--- src/design/rv_exec_pkg.sv ---
package rv_exec_pkg;

  // ========================================
  // Widths and opcodes
  // ========================================
  localparam int XLEN = 32;

  localparam logic [6:0] OPC_OP     = 7'b0110011;  // Register-register
  localparam logic [6:0] OPC_OP_IMM = 7'b0010011;  // Register-immediate
  localparam logic [6:0] OPC_BRANCH = 7'b1100011;

  // Funct3 for OP and OP-IMM
  localparam logic [2:0] F3_ADD  = 3'b000;  // ADD, SUB, ADDI
  localparam logic [2:0] F3_SLL  = 3'b001;
  localparam logic [2:0] F3_SLT  = 3'b010;
  localparam logic [2:0] F3_SLTU = 3'b011;
  localparam logic [2:0] F3_XOR  = 3'b100;
  localparam logic [2:0] F3_SR   = 3'b101;  // SRL, SRA and immediate forms
  localparam logic [2:0] F3_OR   = 3'b110;
  localparam logic [2:0] F3_AND  = 3'b111;

  // Funct3 for BRANCH
  localparam logic [2:0] F3_BEQ  = 3'b000;
  localparam logic [2:0] F3_BNE  = 3'b001;
  localparam logic [2:0] F3_BLT  = 3'b100;
  localparam logic [2:0] F3_BGE  = 3'b101;
  localparam logic [2:0] F3_BLTU = 3'b110;
  localparam logic [2:0] F3_BGEU = 3'b111;

  // ========================================
  // Operation codes
  // ========================================
  typedef enum logic [3:0] {
    ALU_ADD  = 4'd0,
    ALU_SUB  = 4'd1,
    ALU_SLL  = 4'd2,
    ALU_SLT  = 4'd3,
    ALU_SLTU = 4'd4,
    ALU_XOR  = 4'd5,
    ALU_SRA  = 4'd6,
    ALU_SRL  = 4'd7,
    ALU_OR   = 4'd8,
    ALU_AND  = 4'd9
  } alu_op_e;

  typedef enum logic [1:0] {
    SH_SLL = 2'd0,
    SH_SRL = 2'd1,
    SH_SRA = 2'd2
  } shift_op_e;

  // One instruction word, seen as R/I-type or as B-type
  typedef union packed {
    struct packed {
      logic [6:0] funct7;  // imm[11:5] for I-type
      logic [4:0] rs2;     // imm[4:0] for I-type
      logic [4:0] rs1;
      logic [2:0] funct3;
      logic [4:0] rd;
      logic [6:0] opcode;
    } r_view;
    struct packed {
      logic       imm12;
      logic [5:0] imm10_5;
      logic [4:0] rs2;
      logic [4:0] rs1;
      logic [2:0] funct3;
      logic [3:0] imm4_1;
      logic       imm11;
      logic [6:0] opcode;
    } b_view;
  } inst_u;

endpackage

--- src/design/alu.sv ---
`timescale 1ns/1ns

module alu import rv_exec_pkg::*; #(
  parameter int XLEN = rv_exec_pkg::XLEN
) (
  input  logic [XLEN-1:0] i_op_a,
  input  logic [XLEN-1:0] i_op_b,
  input  alu_op_e         i_alu_op,
  output logic [XLEN-1:0] o_alu_data
);

  localparam int SHW = $clog2(XLEN);

  logic [XLEN-1:0] rd_add;
  logic [XLEN-1:0] rd_sub;
  logic [XLEN-1:0] rd_and;
  logic [XLEN-1:0] rd_or;
  logic [XLEN-1:0] rd_xor;
  logic [XLEN-1:0] rd_shift;
  logic            slt;
  logic            sltu;
  shift_op_e       shift_op;

  // ========================================
  // Single-operator results
  // ========================================
  assign rd_add = i_op_a + i_op_b;
  assign rd_sub = i_op_a - i_op_b;
  assign rd_and = i_op_a & i_op_b;
  assign rd_or  = i_op_a | i_op_b;
  assign rd_xor = i_op_a ^ i_op_b;

  always_comb begin
    case (i_alu_op)
      ALU_SLL: shift_op = SH_SLL;
      ALU_SRA: shift_op = SH_SRA;
      default: shift_op = SH_SRL;
    endcase
  end

  shifter #(.XLEN(XLEN)) u_shifter (
    .i_data     (i_op_a),
    .i_shamt    (i_op_b[SHW-1:0]),  // Low bits only
    .i_shift_op (shift_op),
    .o_data     (rd_shift)
  );

  brcomp #(.XLEN(XLEN)) u_slt (
    .i_rs1_data (i_op_a),
    .i_rs2_data (i_op_b),
    .i_br_un    (1'b0),
    .o_br_less  (slt),
    .o_br_equal ()
  );

  brcomp #(.XLEN(XLEN)) u_sltu (
    .i_rs1_data (i_op_a),
    .i_rs2_data (i_op_b),
    .i_br_un    (1'b1),
    .o_br_less  (sltu),
    .o_br_equal ()
  );

  // ========================================
  // Result select
  // ========================================
  always_comb begin
    case (i_alu_op)
      ALU_ADD:  o_alu_data = rd_add;
      ALU_SUB:  o_alu_data = rd_sub;
      ALU_SLL,
      ALU_SRA,
      ALU_SRL:  o_alu_data = rd_shift;
      ALU_SLT:  o_alu_data = {{(XLEN-1){1'b0}}, slt};
      ALU_SLTU: o_alu_data = {{(XLEN-1){1'b0}}, sltu};
      ALU_XOR:  o_alu_data = rd_xor;
      ALU_OR:   o_alu_data = rd_or;
      ALU_AND:  o_alu_data = rd_and;
      default:  o_alu_data = '0;  // Codes 10 to 15
    endcase
  end

endmodule

--- src/design/brcomp.sv ---
`timescale 1ns/1ns

module brcomp #(
  parameter int XLEN = 32
) (
  input  logic [XLEN-1:0] i_rs1_data,
  input  logic [XLEN-1:0] i_rs2_data,
  input  logic            i_br_un,     // High for unsigned compare
  output logic            o_br_less,
  output logic            o_br_equal
);

  logic [XLEN-1:0] diff;
  logic            carry;      // Set when rs1 >= rs2 as unsigned
  logic            sign_diff;  // Operand signs disagree

  // rs1 - rs2 as rs1 + ~rs2 + 1, keeping the carry out
  assign {carry, diff} = {1'b0, i_rs1_data} + {1'b0, ~i_rs2_data}
                       + {{XLEN{1'b0}}, 1'b1};

  assign sign_diff = i_rs1_data[XLEN-1] ^ i_rs2_data[XLEN-1];

  // Signed order flips the unsigned one when the signs differ
  assign o_br_less  = i_br_un ? ~carry : (~carry ^ sign_diff);
  assign o_br_equal = (diff == '0);

endmodule

--- src/design/exec_core.sv ---
`timescale 1ns/1ns

module exec_core import rv_exec_pkg::*; #(
  parameter int XLEN = rv_exec_pkg::XLEN
) (
  input  logic            i_clk,
  input  logic            i_rst_n,
  input  logic            i_instr_vld,
  input  logic [31:0]     i_instr,
  output logic            o_rd_wr,
  output logic [4:0]      o_rd_addr,
  output logic [XLEN-1:0] o_rd_data,
  output logic            o_br_vld,
  output logic            o_br_taken
);

  logic [4:0]      rs1_addr;
  logic [4:0]      rs2_addr;
  logic [31:0]     imm;
  alu_op_e         alu_op;
  logic            use_imm;
  logic            rd_we;
  logic            is_branch;
  logic            br_unsigned;
  logic [1:0]      br_funct;
  logic [XLEN-1:0] rs1_data;
  logic [XLEN-1:0] rs2_data;
  logic [XLEN-1:0] op_b;
  logic            br_less;
  logic            br_equal;

  inst_decoder u_inst_decoder (
    .i_instr       (i_instr),
    .o_rs1_addr    (rs1_addr),
    .o_rs2_addr    (rs2_addr),
    .o_rd_addr     (o_rd_addr),
    .o_imm         (imm),
    .o_alu_op      (alu_op),
    .o_use_imm     (use_imm),
    .o_rd_we       (rd_we),
    .o_is_branch   (is_branch),
    .o_br_unsigned (br_unsigned),
    .o_br_funct    (br_funct)
  );

  assign o_rd_wr  = rd_we & i_instr_vld;
  assign o_br_vld = is_branch & i_instr_vld;

  regfile #(.XLEN(XLEN)) u_regfile (
    .i_clk     (i_clk),
    .i_rst_n   (i_rst_n),
    .i_we      (o_rd_wr),
    .i_waddr   (o_rd_addr),
    .i_wdata   (o_rd_data),
    .i_raddr_a (rs1_addr),
    .i_raddr_b (rs2_addr),
    .o_rdata_a (rs1_data),
    .o_rdata_b (rs2_data)
  );

  assign op_b = use_imm ? XLEN'(signed'(imm)) : rs2_data;  // Sign-extended immediate

  alu #(.XLEN(XLEN)) u_alu (
    .i_op_a     (rs1_data),
    .i_op_b     (op_b),
    .i_alu_op   (alu_op),
    .o_alu_data (o_rd_data)
  );

  // Branch compare always on the two register values
  brcomp #(.XLEN(XLEN)) u_brcomp (
    .i_rs1_data (rs1_data),
    .i_rs2_data (rs2_data),
    .i_br_un    (br_unsigned),
    .o_br_less  (br_less),
    .o_br_equal (br_equal)
  );

  always_comb begin
    case (br_funct)
      2'd0:    o_br_taken = br_equal;   // BEQ
      2'd1:    o_br_taken = ~br_equal;  // BNE
      2'd2:    o_br_taken = br_less;    // BLT, BLTU
      default: o_br_taken = ~br_less;   // BGE, BGEU
    endcase
  end

endmodule

--- src/design/inst_decoder.sv ---
`timescale 1ns/1ns

module inst_decoder import rv_exec_pkg::*; (
  input  logic [31:0] i_instr,
  output logic [4:0]  o_rs1_addr,
  output logic [4:0]  o_rs2_addr,
  output logic [4:0]  o_rd_addr,
  output logic [31:0] o_imm,
  output alu_op_e     o_alu_op,
  output logic        o_use_imm,
  output logic        o_rd_we,
  output logic        o_is_branch,
  output logic        o_br_unsigned,
  output logic [1:0]  o_br_funct     // 0 eq, 1 ne, 2 lt, 3 ge
);

  inst_u       instr;
  logic [31:0] imm_i;
  logic [31:0] imm_b;
  logic        is_op;
  logic        is_op_imm;
  logic        is_br_opc;
  logic        br_ok;      // Known branch funct3
  logic        alt_fn;     // SUB/SRA select

  assign instr      = i_instr;
  assign o_rs1_addr = instr.r_view.rs1;
  assign o_rs2_addr = instr.r_view.rs2;
  assign o_rd_addr  = instr.r_view.rd;

  assign is_op     = (instr.r_view.opcode == OPC_OP);
  assign is_op_imm = (instr.r_view.opcode == OPC_OP_IMM);
  assign is_br_opc = (instr.b_view.opcode == OPC_BRANCH);

  // ========================================
  // Immediates
  // ========================================
  assign imm_i = {{20{instr.r_view.funct7[6]}}, instr.r_view.funct7, instr.r_view.rs2};
  assign imm_b = {{19{instr.b_view.imm12}}, instr.b_view.imm12, instr.b_view.imm11,
                  instr.b_view.imm10_5, instr.b_view.imm4_1, 1'b0};

  assign o_imm     = is_br_opc ? imm_b : imm_i;
  assign o_use_imm = is_op_imm;
  assign o_rd_we   = (is_op | is_op_imm) & (instr.r_view.rd != 5'd0);  // No x0 writes

  // Bit 30 picks SUB or SRA and is imm[10] in SRAI
  assign alt_fn = instr.r_view.funct7[5];

  always_comb begin
    o_alu_op = ALU_ADD;
    case (instr.r_view.funct3)
      F3_ADD: begin
        if (is_op && alt_fn) begin
          o_alu_op = ALU_SUB;  // No SUBI
        end
      end
      F3_SLL:  o_alu_op = ALU_SLL;
      F3_SLT:  o_alu_op = ALU_SLT;
      F3_SLTU: o_alu_op = ALU_SLTU;
      F3_XOR:  o_alu_op = ALU_XOR;
      F3_SR: begin
        if (alt_fn) begin
          o_alu_op = ALU_SRA;
        end else begin
          o_alu_op = ALU_SRL;
        end
      end
      F3_OR:   o_alu_op = ALU_OR;
      F3_AND:  o_alu_op = ALU_AND;
      default: o_alu_op = ALU_ADD;
    endcase
  end

  // Branch condition from funct3
  always_comb begin
    br_ok         = 1'b1;
    o_br_unsigned = 1'b0;
    o_br_funct    = 2'd0;
    case (instr.b_view.funct3)
      F3_BEQ:  o_br_funct = 2'd0;
      F3_BNE:  o_br_funct = 2'd1;
      F3_BLT:  o_br_funct = 2'd2;
      F3_BGE:  o_br_funct = 2'd3;
      F3_BLTU: begin
        o_br_funct    = 2'd2;
        o_br_unsigned = 1'b1;
      end
      F3_BGEU: begin
        o_br_funct    = 2'd3;
        o_br_unsigned = 1'b1;
      end
      default: br_ok = 1'b0;  // 010 and 011 are reserved
    endcase
  end

  assign o_is_branch = is_br_opc & br_ok;

endmodule

--- src/design/regfile.sv ---
`timescale 1ns/1ns

module regfile #(
  parameter int XLEN = 32
) (
  input  logic            i_clk,
  input  logic            i_rst_n,
  input  logic            i_we,
  input  logic [4:0]      i_waddr,
  input  logic [XLEN-1:0] i_wdata,
  input  logic [4:0]      i_raddr_a,
  input  logic [4:0]      i_raddr_b,
  output logic [XLEN-1:0] o_rdata_a,
  output logic [XLEN-1:0] o_rdata_b
);

  // x1..x31 only, x0 reads as zero
  logic [XLEN-1:0] regs [1:31];

  // ========================================
  // Write port
  // ========================================
  always_ff @(posedge i_clk) begin
    if (!i_rst_n) begin
      for (int i = 1; i < 32; i++) begin
        regs[i] <= '0;
      end
    end else if (i_we && (i_waddr != 5'd0)) begin
      regs[i_waddr] <= i_wdata;
    end
  end

  // ========================================
  // Read ports
  // ========================================
  assign o_rdata_a = (i_raddr_a == 5'd0) ? '0 : regs[i_raddr_a];
  assign o_rdata_b = (i_raddr_b == 5'd0) ? '0 : regs[i_raddr_b];

endmodule

--- src/design/shifter.sv ---
`timescale 1ns/1ns

module shifter import rv_exec_pkg::*; #(
  parameter  int XLEN = rv_exec_pkg::XLEN,
  localparam int SHW  = $clog2(XLEN)
) (
  input  logic [XLEN-1:0] i_data,
  input  logic [SHW-1:0]  i_shamt,
  input  shift_op_e       i_shift_op,
  output logic [XLEN-1:0] o_data
);

  logic [XLEN-1:0] src;              // Reversed for left shifts
  logic [XLEN-1:0] stage [0:SHW];
  logic            fill;

  // Left shift reuses the right shifter on bit-reversed data
  always_comb begin
    for (int i = 0; i < XLEN; i++) begin
      src[i] = (i_shift_op == SH_SLL) ? i_data[XLEN-1-i] : i_data[i];
    end
  end

  assign fill     = (i_shift_op == SH_SRA) & i_data[XLEN-1];  // Sign fill for SRA only
  assign stage[0] = src;

  // One stage per shift-amount bit
  for (genvar k = 0; k < SHW; k++) begin : g_stage
    localparam int STEP = 1 << k;
    assign stage[k+1] = i_shamt[k] ? {{STEP{fill}}, stage[k][XLEN-1:STEP]} : stage[k];
  end

  always_comb begin
    for (int i = 0; i < XLEN; i++) begin
      o_data[i] = (i_shift_op == SH_SLL) ? stage[SHW][XLEN-1-i] : stage[SHW][i];
    end
  end

endmodule

--- config.mk ---
export PLATFORM = sky130hd
export DESIGN_NAME = exec_core
export DESIGN_NICKNAME = d
export VERILOG_FILES = /design/src/design/rv_exec_pkg.sv /design/src/design/alu.sv /design/src/design/brcomp.sv /design/src/design/exec_core.sv /design/src/design/inst_decoder.sv /design/src/design/regfile.sv /design/src/design/shifter.sv
export SDC_FILE = /design/constraint.sdc
export NUM_CORES = 2
export LEC_CHECK = 0
export BUFFER_PORTS_ARGS = -buffer_cell sky130_fd_sc_hd__buf_2
export CORE_MARGIN = 3
export CORE_UTILIZATION = 55
export DETAILED_ROUTE_END_ITERATION = 7
export MAX_ROUTING_LAYER = met4
export PLACE_DENSITY = 0.69
export SLEW_MARGIN = 25
export SYNTH_ARGS = -nofsm -noshare
export SYNTH_HDL_FRONTEND = slang
export SYNTH_SLANG_ARGS = --single-unit
--- constraint.sdc ---
create_clock -name i_clk -period 14.9 [get_ports i_clk]
set_input_delay 2.98 -clock i_clk [delete_from_list [all_inputs] [get_ports i_clk]]
set_output_delay 2.98 -clock i_clk [all_outputs]
set_load 0.02 [all_outputs]
==> impl_summary.log <==
INFO  metric syn-cell-area = 64400 um^2
INFO  metric seq_area_frac_synth = 47.7%
INFO  metric place_congestion = 1.07
INFO  metric finalMaxSlewViolations = 0
INFO  metric timing_hold_violations_final = 0
INFO  metric power_frac_seq = 40.3%
INFO  metric storage_element_area = 30700 um^2
INFO  metric io_pins = 75
INFO  metric initial_antenna_violation_count = 7
INFO  metric outcome = finished clean
INFO  metric cts_tree = done
INFO  metric place.detailed.instances = 6919
INFO  metric place_hpwl = 184000 um
INFO  metric route.antenna.remaining_nets = 0
INFO  metric timing.critical_path.arrival = 10.84 ns
INFO  metric critical_path.max_stage_delay = 0.61 ns
INFO  metric grt_first_pass_wirelength = 385000 um
INFO  metric worst_pin_slew = 1.24 ns
INFO  metric setup_total_neg_slack = 0 ns
INFO  metric critPathSlowestCell = o21ai_0
INFO  metric required = 11.92 ns
INFO  metric gr-total-overflow = 0
INFO  metric post-route-drc-count = 0
INFO  metric detailedRoute.firstIterationViolations = 9282
INFO  metric postSynth.topFlopCell = edfxtp_1
INFO  metric number_of_global_route_vias_before_repair = 51400
INFO  metric cts_htree_levels = 3
INFO  metric synth-edff-count = 1024
INFO  metric largest_reg_flops = 1024
INFO  metric layout.nets = 5718
INFO  metric comb_power_share = 27.9%
INFO  metric drive_gt1_share = 17.5%
INFO  metric fin_util = 60.8%
INFO  metric period_needed = 13.82 ns
INFO  metric fillCellCount = 9295
INFO  metric areaGrowthSynthToFinish = 8.89%
INFO  metric ys_ff_latch = 1024
INFO  metric cts.root.buffer_cell = clkbuf_16
INFO  metric num_rows = 124
INFO  metric p_clk_share = 31.8%
INFO  metric switching_power = 2870 uW
INFO  metric synth.avg_cell_area = 11.5 um^2
INFO  metric gr-usage-all-layers = 46.1%
INFO  metric crit_path_max_fanout = 65
INFO  metric clk_latency = 0.75 ns
INFO  metric layout_top_registers = u_regfile.regs: 1024 flops
INFO  metric category_of_the_critical_setup_timing_path = input pin to output pin
INFO  metric rsz0062_at_grt = false
INFO  metric cts.clk_slew.worst_paths = 0.07 ns
INFO  metric core-area = 115000 um^2
INFO  metric final.period_utilization = 92.8%
INFO  metric initial_core_util = 55.9%
INFO  metric ys_warn_count = 0
INFO  metric post-cts-setup-buffer-count = 0
INFO  metric asyncSetResetFlopFracSynth = 0%
INFO  metric floorplan.die.width = 348 um
INFO  metric worst_clock_skew = 0.0989 ns
INFO  metric ctsResizeCount = 0
INFO  metric maxCapViolCount = 0
INFO  metric numCtsBuffers = 108
INFO  metric multi_input_comb_area = 31200 um^2
INFO  metric detail_route.wirelength = 277000 um
INFO  metric routed-via-count = 53800
INFO  metric cellPowerDensity = 118 nW/um^2
INFO  metric detail_route.wl_per_cell = 38.8 um
INFO  metric holdBufCountCts = 0
INFO  metric p_int = 5430 uW
INFO  metric timing.slew.headroom = 17.4%
INFO  metric die_y = 348 um
INFO  metric dr.pass1.iters = 8
INFO  metric io_buffers = 74
INFO  metric cts-root-to-sink-buffers = 3
INFO  metric route.detailed.vias_per_inst = 7.54
INFO  metric placement.cell_area = 66700 um^2
INFO  metric registers.top_by_ff_count = u_regfile.regs
INFO  metric setup_failing_eps_final = 0
INFO  metric die_area = 121000 um^2
INFO  metric cp_most_frequent_cell = buf_4
INFO  metric switching_share = 34.5%
INFO  metric grt_max_degree = 97
INFO  metric synthDistinctLibCells = 102
INFO  metric dpl_worst_slack = 1.26 ns
INFO  metric clock.fmax = 72.4 MHz
INFO  metric worst_slack = 1.08 ns
INFO  metric type_of_the_most_critical_hold_path = flop to flop
INFO  metric end_kind = output pin
INFO  metric power.ir.vdd_worst = 0.115 mV
INFO  metric final_cell_count_no_fill = 7133
INFO  metric post_synth_inst_count = 5594
INFO  metric timing.critical_path.from_type = input pin
INFO  metric final_area = 70100 um^2
INFO  metric static_leakage = 0.0266 uW
INFO  metric clock_sink_count = 1024
[area by class of cell]
class	instances	area share [%]
diodes	11	0.0392
clock buffers	136	4.03
clock inverters	65	0.805
inverters	122	0.653
multi-input cells	3948	44.5
flip-flops and latches	1024	43.8
well taps	1512	2.70
repair buffers	315	3.40
[through the flow]
stage | total power [uW] | hold WS, ns
after CTS | 8190 | 1.82
final | 8300 | 1.85
after detailed placement | 5610 | 1.80
after floorplan | 4750 | 1.36
after global placement | 5600 | 1.80
after global routing | 8490 | 1.92
[logic make-up (layout without fill, tap and decap cells)]
logic type      after synthesis  count (layout)  share of synthesized area, %
flops                      1024            1024                          47.7
fa+ha+maj                   164             164                          3.21
xor+xnor                     68              68                         0.946
compound gates             1380            1380                          13.9
simple gates               1391            1391                          9.58
mux                         913             913                          19.8
buf+inv                     653             638                          4.83
other cells                   1              43                       0.00582
[critical path: cells and delay by family]
kind / cells / cell delay [ns]
AND/OR/NAND/NOR: 6 / 1.32
AO/OA/AOI/OAI: 9 / 2.93
buffers and inverters: 7 / 1.83
multiplexers: 2 / 0.76
XOR/XNOR: 2 / 0.55
adder cells (fa/ha/maj): 1 / 0.37
[placed cells by master (no fill, tap or decap), drive strengths merged, types with 122 or more instances in the layout]
cell | synthesis | final
a21oi | 571 | 571
a22oi | 309 | 309
buf | 262 | 314
clkbuf | 269 | 137
edfxtp | 1024 | 1024
ha | 162 | 162
inv | 121 | 122
mux2i | 594 | 594
mux4 | 279 | 279
nand2 | 295 | 295
nor2 | 747 | 747
[worst paths after layout]
kind	end	start	slack, ns	cells after the start
min reg2reg	u_regfile.regs[0][31]	u_regfile.regs[4][31]	1.85	9
max reg2reg	u_regfile.regs[1][31]	u_regfile.regs[27][2]	6.73	25
max	o_rd_data[31]	i_instr[20]	1.08	27
min	u_regfile.regs[0][31]	u_regfile.regs[4][31]	1.85	9
[synthesized netlist by cell type (23+ instances only)]
master    number  area share, %
edfxtp_1    1024             48
nor2_1       717            4.2
mux2i_1      591            9.2
a21oi_1      570            4.4
a22oi_1      309            3.6
nand2_1      295            1.7
mux4_2       276            9.7
clkbuf_1     269            1.6
ha_1         162            3.1
buf_2        160            1.2
inv_1        106           0.62
o21ai_0       98           0.76
nand3_1       88           0.68
xnor2_1       50           0.68
a21o_1        47           0.55
buf_4         42           0.49
a221oi_1      41           0.56
o22ai_1       41           0.40
a22o_1        40           0.54
mux2_2        40           0.70
nand4_1       34           0.33
nor2_2        30           0.29
nor2b_1       30           0.29
nor3_1        30           0.23
a31oi_1       28           0.27
buf_1         28           0.16
a211oi_1      27           0.31
buf_6         25           0.44
and2_1        23           0.22
[power by group through the flow]
stage | Sequential (uW) | Clock, uW | Combinational, uW
2_1_floorplan | 3370 | 0 | 1380
3_3_place_gp | 3390 | 0 | 2210
3_5_place_dp | 3400 | 0 | 2210
4_1_cts | 3340 | 2630 | 2220
5_1_grt | 3350 | 2750 | 2390
6_report | 3340 | 2640 | 2320
[per-layer routing]
layer | routed length (um) | vias to the layer above | GRT usage [%]
met2 | 117000 | 5056 | 65.2
met3 | 42900 | 1298 | 15.4
met5 | 0 | - | -
met1 | 93200 | 26100 | 56.4
met4 | 23700 | 0 | 30.3
li1 | - | 21300 | -
(Power assumes the default switching activity.)
